<file path="config.mk">
export PLATFORM = sky130hd
export DESIGN_NAME = branchResolve
export DESIGN_NICKNAME = d
export VERILOG_FILES = /design/src/rtl/exePkg.sv /design/src/rtl/branchResolve.sv
export SDC_FILE = /design/constraint.sdc
export NUM_CORES = 1
export LEC_CHECK = 0
export BUFFER_PORTS_ARGS = -buffer_cell sky130_fd_sc_hd__buf_4
export CAP_MARGIN = 0
export CORE_AREA = 8 8 85 87
export DETAILED_ROUTE_END_ITERATION = 6
export DIE_AREA = 0 0 93 95
export PLACE_DENSITY = 0.63
export SETUP_SLACK_MARGIN = 0.02
export SLEW_MARGIN = 20
export SYNTH_ARGS = -nofsm -noshare
export SYNTH_HDL_FRONTEND = slang
export SYNTH_SLANG_ARGS = --single-unit
</file>
<file path="constraint.sdc">
create_clock -name vclk -period 2.1
set_input_delay 0.21 -clock vclk [all_inputs]
set_output_delay 0.21 -clock vclk [all_outputs]
set_load 0.02 [all_outputs]
</file>
<file path="src/rtl/exePkg.sv">
// --------------------
// Shared types for the execute stage of the 32-bit pipeline.
// Holds the opcode and branch encodings, the stage bundles and
// the stage constants. Modules import it in their headers.
// --------------------
`default_nettype none

package exePkg;

    localparam int dataW = 32;
    localparam int divSteps = 32;               // one quotient bit per cycle
    localparam logic [4:0] regRa = 5'd31;

    typedef enum logic [4:0] {
        opAdd, opAddu, opSub, opSubu, opAnd, opOr, opXor, opNor,
        opSlt, opSltu, opSll, opSrl, opSra, opLui,
        opMult, opMultu, opDiv, opDivu, opMthi, opMtlo, opNop
    } aluOpT;

    typedef enum logic [2:0] {brNone, brEq, brNe, brGez, brGtz, brLez, brLtz} branchT;
    typedef enum logic [1:0] {stNone, stByte, stHalf, stWord} storeT;
    typedef enum logic [1:0] {ldNone, ldByte, ldHalf, ldWord} loadT;
    typedef enum logic [1:0] {dstRd, dstRt, dstRa} dstSelT;
    typedef enum logic [1:0] {readGpr, readHi, readLo} readSelT;

    typedef struct packed {
        logic gpr;
        logic hi;
        logic lo;
    } regsWrT;

    typedef struct packed {
        logic ovf;
        logic adEl;                             // load address error
        logic adEs;                             // store address error
    } exceptT;

    // what a later stage is about to write back
    typedef struct packed {
        logic             regsWr;
        logic [4:0]       dst;
        logic [dataW-1:0] result;
    } fwdSrcT;

    typedef struct packed {
        logic [dataW-1:0] busA;
        logic [dataW-1:0] busB;
        logic [dataW-1:0] imm32;
        logic [dataW-1:0] pc;
        logic [4:0]       rs;
        logic [4:0]       rt;
        logic [4:0]       rd;
        logic [4:0]       shamt;
        aluOpT            aluOp;
        logic             srcAShamt;
        logic             srcBImm;
        dstSelT           dstSel;
        regsWrT           regsWr;
        readSelT          readSel;
        branchT           branch;
        loadT             load;
        storeT            store;
        exceptT           except;
    } idExeT;

    typedef struct packed {
        idExeT id;
        logic  fresh;
        logic  valid;
    } exeRegT;

    typedef struct packed {
        logic [dataW-1:0] pc;
        logic [dataW-1:0] aluOut;
        logic [dataW-1:0] outB;
        logic [4:0]       dst;
        regsWrT           regsWr;
        loadT             load;
        storeT            store;
        exceptT           except;
        logic [3:0]       dcacheWen;
    } exeMemT;

endpackage

`default_nettype wire

</file>
<file path="src/rtl/branchResolve.sv">
// --------------------
// Branch decision on the bypassed operands.
// taken drives the flush of the younger fetch and decode slots.
// --------------------
`timescale 1ns/10ps
`default_nettype none

module branchResolve import exePkg::*; (
    input  exeRegT           exeQ,
    input  logic [dataW-1:0] fwdA,
    input  logic [dataW-1:0] fwdB,
    output logic             taken
);

    logic cond;
    logic aZero;

    assign aZero = (fwdA == '0);

    always_comb begin
        case (exeQ.id.branch)
            brEq:    cond = (fwdA == fwdB);
            brNe:    cond = (fwdA != fwdB);
            brGez:   cond = !fwdA[dataW-1];
            brGtz:   cond = !fwdA[dataW-1] && !aZero;
            brLez:   cond = fwdA[dataW-1] || aZero;
            brLtz:   cond = fwdA[dataW-1];   // sign bit only
            default: cond = 1'b0;
        endcase
    end

    assign taken = exeQ.valid && cond;

endmodule

`default_nettype wire

</file>
Word-level counts from Yosys, hierarchy flattened
Index checks and enable logic that the tools add are counted.
- equality and inequality tests: 8
- mux-type cells: 1
- reductions and logical operators: 6
- operator list (cell ; count):
    $eq A32 B32 Y1 ; 1
    $logic_not A32 Y1 ; 1
    $ne A32 B32 Y1 ; 1
    $eq A3 B3 Y1 const B ; 3
    $eq A3 B2 Y1 const B ; 2
    $pmux W1 S6 ; 1
    $eq A3 B1 Y1 const B ; 1
    $logic_and A1 B1 Y1 ; 2
    $logic_not A1 Y1 ; 2
    $logic_or A1 B1 Y1 ; 1
- register bits after elaboration: 0
- input port bits: 238
- word-level logic and storage cells: 15

Longest topological paths before layout
Gate-level depths: netlist (run 1).
- depth in word-level cells: 5
- gate-level depth with buffers: 6
- mapped depth without buffers: 6

Worst setup path after synthesis (run 1)
Ideal clock, no wire load.
- path kind: input to output
- start point: in fwdA[18]
- end point: out taken
- arrival: 1.836 ns
- required time: 1.890 ns
- path slack: 0.054 ns
- stages: 6
- buffers on the path: 0
- cell sequence: nor4_1 nand4_1 nor2_2 mux2i_1 o21a_1 a2111oi_1
- cells in the longest elaborated chain, start to end: 5
- elaborated cells on any way between the ends: 8
- those cells by class: eq/ne (2); mux (1); reduce/logical (5)
- RTL lines (element ; RTL line ; source):
    start, declared ; branchResolve.sv:10 ; input logic [dataW-1:0] fwdA,
    $logic_not A32 Y1 ; branchResolve.sv:18 ; assign aZero = (fwdA == '0);
    $logic_not A1 Y1 ; branchResolve.sv:25 ; brGtz: cond = !fwdA[dataW-1] && !aZero;
    $logic_and A1 B1 Y1 ; branchResolve.sv:25 ;
    $pmux W1 S6 * ; branchResolve.sv:21 ; case (exeQ.id.branch)
    $logic_and A1 B1 Y1 * ; branchResolve.sv:32 ; assign taken = exeQ.valid && cond;
    end, declared ; branchResolve.sv:12 ; output logic taken
Mark *: on every way between the ends. The rest lies on a longest branch, timed or not.

Final worst setup path (run 1)
- start point: in fwdA[31]
- end point: out taken
Same word-level chain as after synthesis.

==> results of run 1 <==
[routing by layer]
layer / vias up / global-route usage
li1: 390 / -
met1: 340 / 0.0577
met2: 59 / 0.112
met3: 0 / 0.0381
met4: 0 / 0
met5: - / 0
[cells in the final DEF, fill, tap and decap left out]
cell        n
nor2_2      1
xor2_1      1
nor4b_1     1
xnor2_2     5
buf_4      70
nand4_1    10
xnor2_1    27
nor4_2      4
a2111oi_2   1
o21a_1      1
o211ai_1    1
mux2i_1     2
nor2_1      1
buf_6       2
a21oi_1     1
nor4_4      1
nor4_1      5
inv_1       1
nand2_1     2
[metrics by stage]
| step | hold WS [ns] | cell area (sq um) | total power [mW] |
|---|---|---|---|
| final | 0.798 | 1220 | 0.228 |
| after global routing | 0.825 | 1220 | 0.247 |
| after CTS | 0.804 | 1170 | 0.223 |
| after detailed placement | 0.785 | 1140 | 0.215 |
| after global placement | 0.778 | 1140 | 0.212 |
| after floorplan | 0.548 | 507 | 0.0710 |
[cell usage after synthesis]
cell type	count	area, sq um
a21oi_1	1	5.00
xnor2_1	32	280
nor2_1	1	3.75
mux2i_1	2	20.0
nand2_1	2	7.51
xor2_1	1	8.76
inv_1	1	3.75
a2111oi_1	1	10.0
nor4_1	8	50.1
nor4b_1	1	8.76
nor4_2	2	25.0
o211ai_1	1	7.51
nand4_1	10	62.6
nor2_2	1	6.26
o21a_1	1	7.51
[layout make-up]
cell class         count  area (sq um)
inverters              1          3.75
fillers              671          4600
repair buffers        72           548
well taps             75          93.8
multi-input cells     64           573
[how the worst max path moves through the flow]
stage             start  endpoint  depth (start not counted)
3_5_place_dp   fwdA[31]     taken                          9
4_1_cts        fwdA[17]     taken                          8
3_3_place_gp   fwdA[31]     taken                          9
2_1_floorplan  fwdA[18]     taken                          6
5_1_grt        fwdA[11]     taken                          8
6_report       fwdA[31]     taken                          9
[cells by family (layout without fill, tap and decap cells)]
| group | count (synthesis) | count (layout) | synth area share |
|---|---|---|---|
| compound gates | 4 | 4 | 0.0593 |
| xor+xnor | 33 | 33 | 0.570 |
| buf+inv | 1 | 73 | 0.00740 |
| mux | 2 | 2 | 0.0395 |
| simple gates | 25 | 25 | 0.323 |
[power breakdown]
part / switching [mW] / internal (mW)
clock network: 0 / 0
logic: 0.0843 / 0.144
registers: 0 / 0
total: 0.0843 / 0.144
[worst max-delay path, delay by kind of cell]
family | cells | cell delay [ns]
and+or+nand+nor | 3 | 0.54
buffers and inverters | 3 | 0.50
AOI/OAI and AO/OA | 2 | 0.39
muxes | 1 | 0.09
[timing repair]
action                     4_1_cts  5_1_grt
resized for setup                5        7
setup endpoints to repair        1        1
pin swaps                        2       10
setup buffers                    0        0
==> impl_metrics.tcl, run 1 <==
set metrics [dict create \
    min_to "taken" \
    hold_viol_final 0 \
    final_layout_size_suffix_gt1_frac 0.613 \
    fin_crit_sh 0.928 \
    timing.critical_path.slowest_cell_delay_ns 0.26 \
    met1_length_mm 1.01 \
    die_area_sq_um 8840 \
    cp_max_fo 3 \
    core_area_sq_um 5820 \
    fmax_mhz 513 \
    viasPerCell 3.72 \
    drtIter0Drc 10 \
    antenna_found_initial 0 \
    dr_total_vias 789 \
    slew_headroom 0.772 \
    drc 0 \
    avgSynthCellArea_sq_um 7.80 \
    track_usage 0.0601 \
    nets 377 \
    finalSetupTns_ns 0 \
    initial_core_util 0.0871 \
    post-place-cells 212 \
    dieWidth_um 93 \
    nFlopsAndLatches 0 \
    tightest_slew_ns 0.338 \
    drt-total-wl_mm 2.85 \
    rows 28 \
    setup_ws_ns 0.151 \
    p_leak_nw 0.488 \
    routed-wl-met2_mm 1.38 \
    io_pins 239 \
    cp_common_cell "buf_4" \
    ys_types 15 \
    area_growth_pct 140 \
    required_ns 1.89 \
    yosys_warnings 0 \
    syn_nets 303 \
    slew_viol_final 0 \
    wl_per_cell_um 13.4 \
    vdd_ir_drop_max_v 0.0000737 \
    hp-start "exeQ[0]" \
    finalCriticalPeriod_ns 1.95 \
    critPathLaunchType "primary input" \
    grt_pass1_vias 999 \
    fp.dieH_um 95 \
    setup_viol 0 \
    seq_area_sq_um 0 \
    min_path_type "in -> out" \
    netlist_area_sq_um 507 \
    cp_cell_sequence "buf_4, nor4_4, buf_4, nand4_1, nor2_2, mux2i_1, o21a_1, a2111oi_2, buf_4" \
    rsz0062_at_grt "no" \
    place_congestion 0.763 \
    ant_nets 0 \
    p_per_area_nw_per_um2 187 \
    worstPathArrival_ns 1.74 \
    critPathKind "in -> out" \
    grt_first_pass_wirelength_mm 4.31 \
    pre_cts_ws_ns -0.126 \
    met3_length_um 460 \
    hpwl_mm 2.79 \
    num-clock-buffers 0 \
    io_buffers 69 \
    drt_first_pass_iters 3 \
    outcome "finished, final reports clean" \
    yosysSeqAreaShare 0 \
    utilization 0.210 \
    postSynthCellCount 65 \
    ctsHoldBuffers 0 \
    grt_max_degree 7 \
    grt_overflow 0 \
    cp_slowest_cell "nor4_4" \
    antenna_cells 0 \
    hold_depth 4 \
    end_kind "output pin" \
    final_cells 212 \
    max_cap_viol_count 0 \
    dr.max_layer_used "met3" \
]
No activity file was read; power rests on OpenSTA's default activity.
==> run 2: changes to the inputs <==
GPL_TIMING_DRIVEN = 0   (was unset)
==> impl_metrics.tcl, run 2 (synthesis gave the netlist of run 1 again) <==
set metrics [dict create \
    outcome "finished, final reports clean" \
    worstPathArrival_ns 1.76 \
    rows 28 \
    rsz0062_at_grt "no" \
    drt_first_pass_iters 4 \
    slew_viol_final 0 \
    multiInputGateArea_sq_um 573 \
    place_congestion 0.763 \
    cp_slowest_cell "nor4_2" \
    grt_pass1_vias 983 \
    grt_overflow 0 \
    num-clock-buffers 0 \
    grt_max_degree 7 \
    utilization 0.204 \
    dieWidth_um 93 \
    required_ns 1.89 \
    drt-total-wl_mm 2.87 \
    cp_cell_sequence "buf_4, xnor2_1, nand4_1, nor4_2, nand2_1, mux2i_1, a2111oi_2, buf_4" \
    drc 0 \
    clkPwrFrac 0 \
    viasPerCell 3.76 \
    p_seq_frac 0 \
    end_kind "output pin" \
    antenna_found_initial 0 \
    critPathKind "in -> out" \
    ant_nets 0 \
    critical-path-top-delay-family "simple AND/OR/NAND/NOR gates" \
    die_area_sq_um 8840 \
    hold_viol_final 0 \
    timing.critical_path.slowest_cell_delay_ns 0.30 \
    nFillCells 670 \
    slew_headroom 0.773 \
    nFlopsAndLatches 0 \
    path_buf_inv 2 \
    p_int_mw 0.140 \
    switching_share 0.372 \
    io_buffers 69 \
    core_area_sq_um 5820 \
    tightest_slew_ns 0.335 \
    finalPower_mw 0.223 \
    finalCriticalPeriod_ns 1.97 \
    grt_first_pass_wirelength_mm 4.31 \
    setup_viol 0 \
    min_path_type "in -> out" \
    wl_per_cell_um 13.7 \
    fin_crit_sh 0.938 \
    initial_core_util 0.0871 \
    area_growth_pct 135 \
    critPathLaunchType "primary input" \
    p_leak_nw 0.471 \
    vdd_ir_drop_max_v 0.0000743 \
    pre_cts_ws_ns -0.334 \
    antenna_cells 0 \
    layout_common_cells "buf_4 (69), xnor2_1 (27), nand4_1 (10)" \
    setup_ws_ns 0.129 \
    cp_common_cell "buf_4" \
    fp.dieH_um 95 \
    final_layout_size_suffix_gt1_frac 0.604 \
    nets 374 \
    max_cap_viol_count 0 \
    cts_setup_buffers 0 \
    cp_max_fo 2 \
    pwr-share-comb 1.000 \
    dr_total_vias 785 \
    seq_area_sq_um 0 \
    p_per_area_nw_per_um2 188 \
    track_usage 0.0609 \
    final_common_cell "buf_4" \
    switchingPower_mw 0.0830 \
    fmax_mhz 507 \
    io_pins 239 \
    drtIter0Drc 15 \
]
run 2: cell types whose count changed in the layout (fill, tap and decap cells not counted), sizes merged:
cell  delta
buf      -3
run 2: repair_timing:
| item | in CTS | in global routing |
|---|---|---|
| cloned | 0 | 0 |
| hold buffers | 0 | 0 |
| pin swaps | 4 | 4 |
| gates resized for setup | 6 | 4 |
| endpoints found under the setup margin | 1 | 1 |
run 2: power by group through the flow:
stage          registers (mW)  clock network (mW)  logic (mW)
6_report                    0                   0       0.223
5_1_grt                     0                   0       0.241
4_1_cts                     0                   0       0.221
3_5_place_dp                0                   0       0.211
3_3_place_gp                0                   0       0.209
2_1_floorplan               0                   0      0.0710
run 2: cell type report:
class                           instances  share of cell area
Timing Repair Buffer                   69               0.436
Tap cell                               75              0.0789
Multi-Input combinational cell         64               0.482
Inverter                                1             0.00316
run 2: per-layer routing:
| metal | vias up | routed length (um) | track usage | part of all wire |
|---|---|---|---|---|
| met5 | - | 0 | 0 | 0 |
| met4 | 0 | 0 | 0 | 0 |
| met3 | 0 | 525 | 0.0437 | 0.18 |
| met2 | 63 | 1380 | 0.112 | 0.48 |
| met1 | 337 | 970 | 0.0573 | 0.34 |
| li1 | 385 | - | - | - |
run 2: path summary, 6_finish.rpt:
| kind | cells past startpoint | end | start |
|---|---|---|---|
| worst min-delay path | 4 | taken | exeQ[0] |
| worst max-delay path | 8 | taken | fwdA[23] |
run 2: metrics by stage:
stage	std cells	hold WS [ns]	TNS (ns)	cell area (sq um)
6_report	209	0.796	0	1190
5_1_grt	209	0.831	0	1190
4_1_cts	209	0.802	0	1160
3_5_place_dp	209	0.782	-0.334	1120
3_3_place_gp	209	0.778	-0.361	1120
2_1_floorplan	65	0.548	0	507
run 2: tightest hold or removal path, cell delays in order:
cell	delay [ns]
buf_4	0.11
nand2_1	0.06
a2111oi_2	0.05
buf_4	0.15
==> run 3: changes to the inputs <==
ABC_AREA = 1   (was unset)
CORE_AREA = 8 8 87 89   (was 8 8 85 87)
DIE_AREA = 0 0 95 97   (was 0 0 93 95)
==> impl_metrics.tcl, run 3 <==
set metrics [dict create \
    outcome "finished, final reports clean" \
    setup_viol 0 \
    postSynthCellCount 131 \
    synth_area_leaders "xnor2_1 (33%), nand2_1 (24%), nor2_1 (15%), inv_1 (8.9%), nand3_1 (3.7%)" \
    critPathLaunch "fwdA[7]" \
    ys_types 14 \
    drt-total-wl_mm 2.88 \
    path_buf_inv 2 \
    place_congestion 0.727 \
    finalPower_mw 0.226 \
    track_usage 0.0600 \
    slew_headroom 0.812 \
    switchingPower_mw 0.0885 \
    ant_nets 0 \
    finalCriticalPeriod_ns 1.61 \
    dr_total_vias 991 \
    crit_end "taken" \
    grt_max_degree 6 \
    drtIter0Drc 19 \
    grt_first_pass_wirelength_mm 4.64 \
    seq_area_sq_um 0 \
    grt_overflow 0 \
    num-clock-buffers 0 \
    antenna_found_initial 0 \
    netlist_area_sq_um 672 \
    pwr-share-comb 1.000 \
    dieWidth_um 95 \
    fin_crit_sh 0.766 \
    max_cap_viol_count 0 \
    drc 0 \
    io_buffers 69 \
    required_ns 1.89 \
    yosysTopAreaCellShare 0.326 \
    hpwl_mm 2.81 \
    cp_slowest_cell "xnor2_1" \
    syn_nets 369 \
    slew_viol_final 0 \
    drt_first_pass_iters 4 \
    hold_viol_final 0 \
    cp_max_fo 2 \
    worst-path-stages 11 \
    p_leak_nw 0.639 \
    critical-path-top-delay-family "simple AND/OR/NAND/NOR gates" \
    yosysMostFrequentCell "nand2_1" \
    wl_per_cell_um 10.4 \
    rows 29 \
    finalSetupTns_ns 0 \
    critPathLaunchType "primary input" \
    viasPerCell 3.58 \
    yosys_warnings 0 \
    fp.dieH_um 97 \
    synthTopCellsByCount "nand2_1 (43), nor2_1 (26), xnor2_1 (25)" \
    avgSynthCellArea_sq_um 5.13 \
    nFillCells 695 \
    grt_pass1_vias 1132 \
    layout_common_cells "buf_4 (69), nand2_1 (43), nor2_1 (26)" \
    cp_cell_sequence "buf_4, xnor2_1, nand2_1, nor2_1, nand2_1, nor2_2, nand2_1, nand2_1, nand2_1, a21oi_1, buf_4" \
    critPathKind "in -> out" \
    cp_common_cell "nand2_1" \
    p_int_mw 0.137 \
    die_area_sq_um 9220 \
    min_path_type "in -> out" \
    ctsResizeCount 0 \
    initial_core_util 0.108 \
    p_per_area_nw_per_um2 176 \
    ctsHoldBuffers 0 \
    nFlopsAndLatches 0 \
    synth.largest_area_cell "xnor2_1" \
    switching_share 0.392 \
    rsz0062_at_grt "no" \
    vdd_ir_drop_max_v 0.0000618 \
    io_pins 239 \
    p_seq_frac 0 \
    final_common_cell "buf_4" \
    worstPathArrival_ns 1.40 \
    end_kind "output pin" \
    core_area_sq_um 6200 \
    nets 440 \
    timing.critical_path.slowest_cell_delay_ns 0.25 \
    yosysSeqAreaShare 0 \
    clkPwrFrac 0 \
    area_growth_pct 91.4 \
    cts_setup_buffers 0 \
    tightest_slew_ns 0.279 \
    antenna_cells 0 \
    fmax_mhz 622 \
    final_layout_size_suffix_gt1_frac 0.370 \
]
[run 3: cell types whose count changed after synthesis, moves of 5 or more]
cell,delta
nand2_1,+41
nor2_1,+25
nor4_1,-7
nand4_1,-7
nand3_1,+5
xnor2_1,-7
inv_1,+15
[run 3: stage by stage]
stage	std cells	setup WS [ns]	util	hold WS, ns	cell area, sq um
floorplan	131	0.741	-	0.537	672
global placement	277	0.440	0.207	0.749	1290
detailed placement	277	0.448	0.207	0.753	1290
CTS	277	0.443	0.207	0.757	1290
global route	277	0.326	0.207	0.769	1290
finish	277	0.492	0.207	0.754	1290
[run 3: power by group through the flow]
stage / sequential [mW] / clock [mW] / combinational [mW]
floorplan: 0 / 0 / 0.0915
global placement: 0 / 0 / 0.225
detailed placement: 0 / 0 / 0.228
CTS: 0 / 0 / 0.229
global route: 0 / 0 / 0.249
finish: 0 / 0 / 0.226
[run 3: cells by family (layout without fill, tap and decap cells)]
group	Yosys count	after routing	share of synthesized area
and+or+nand+nor	86	86	0.538
AOI/OAI and AO/OA	3	3	0.0223
xor gates and xnor gates	26	26	0.350
buffers and inverters	16	85	0.0894
[run 3: cell type report]
cell class | instances | area [sq um] | share of cell area
well taps | 77 | 96.3 | 0.0749
repair buffers | 69 | 518 | 0.403
inverters | 16 | 60.1 | 0.0467
multi-input cells | 115 | 612 | 0.476
[run 3: worst min path at each step]
| stage | start | slack [ns] | end | cells after the start |
|---|---|---|---|---|
| floorplan | exeQ[0] | 0.54 | taken | 2 |
| global placement | exeQ[0] | 0.75 | taken | 4 |
| detailed placement | exeQ[0] | 0.75 | taken | 4 |
| CTS | exeQ[0] | 0.76 | taken | 4 |
| global route | exeQ[0] | 0.77 | taken | 4 |
| finish | exeQ[0] | 0.75 | taken | 4 |
[run 3: tightest hold or removal path, delay by kind of cell]
kind | cells | cell delay (ns)
AO/OA/AOI/OAI | 1 | 0.04
buffers and inverters | 3 | 0.31
[run 3: metal layers]
layer	share of wire	routed length (um)	GRT usage	vias up
met4	0	0	0	0
met3	0.12	349	0.0286	0
met1	0.37	1070	0.0568	408
met2	0.51	1460	0.118	50
li1	-	-	-	533
met5	0	0	0	-
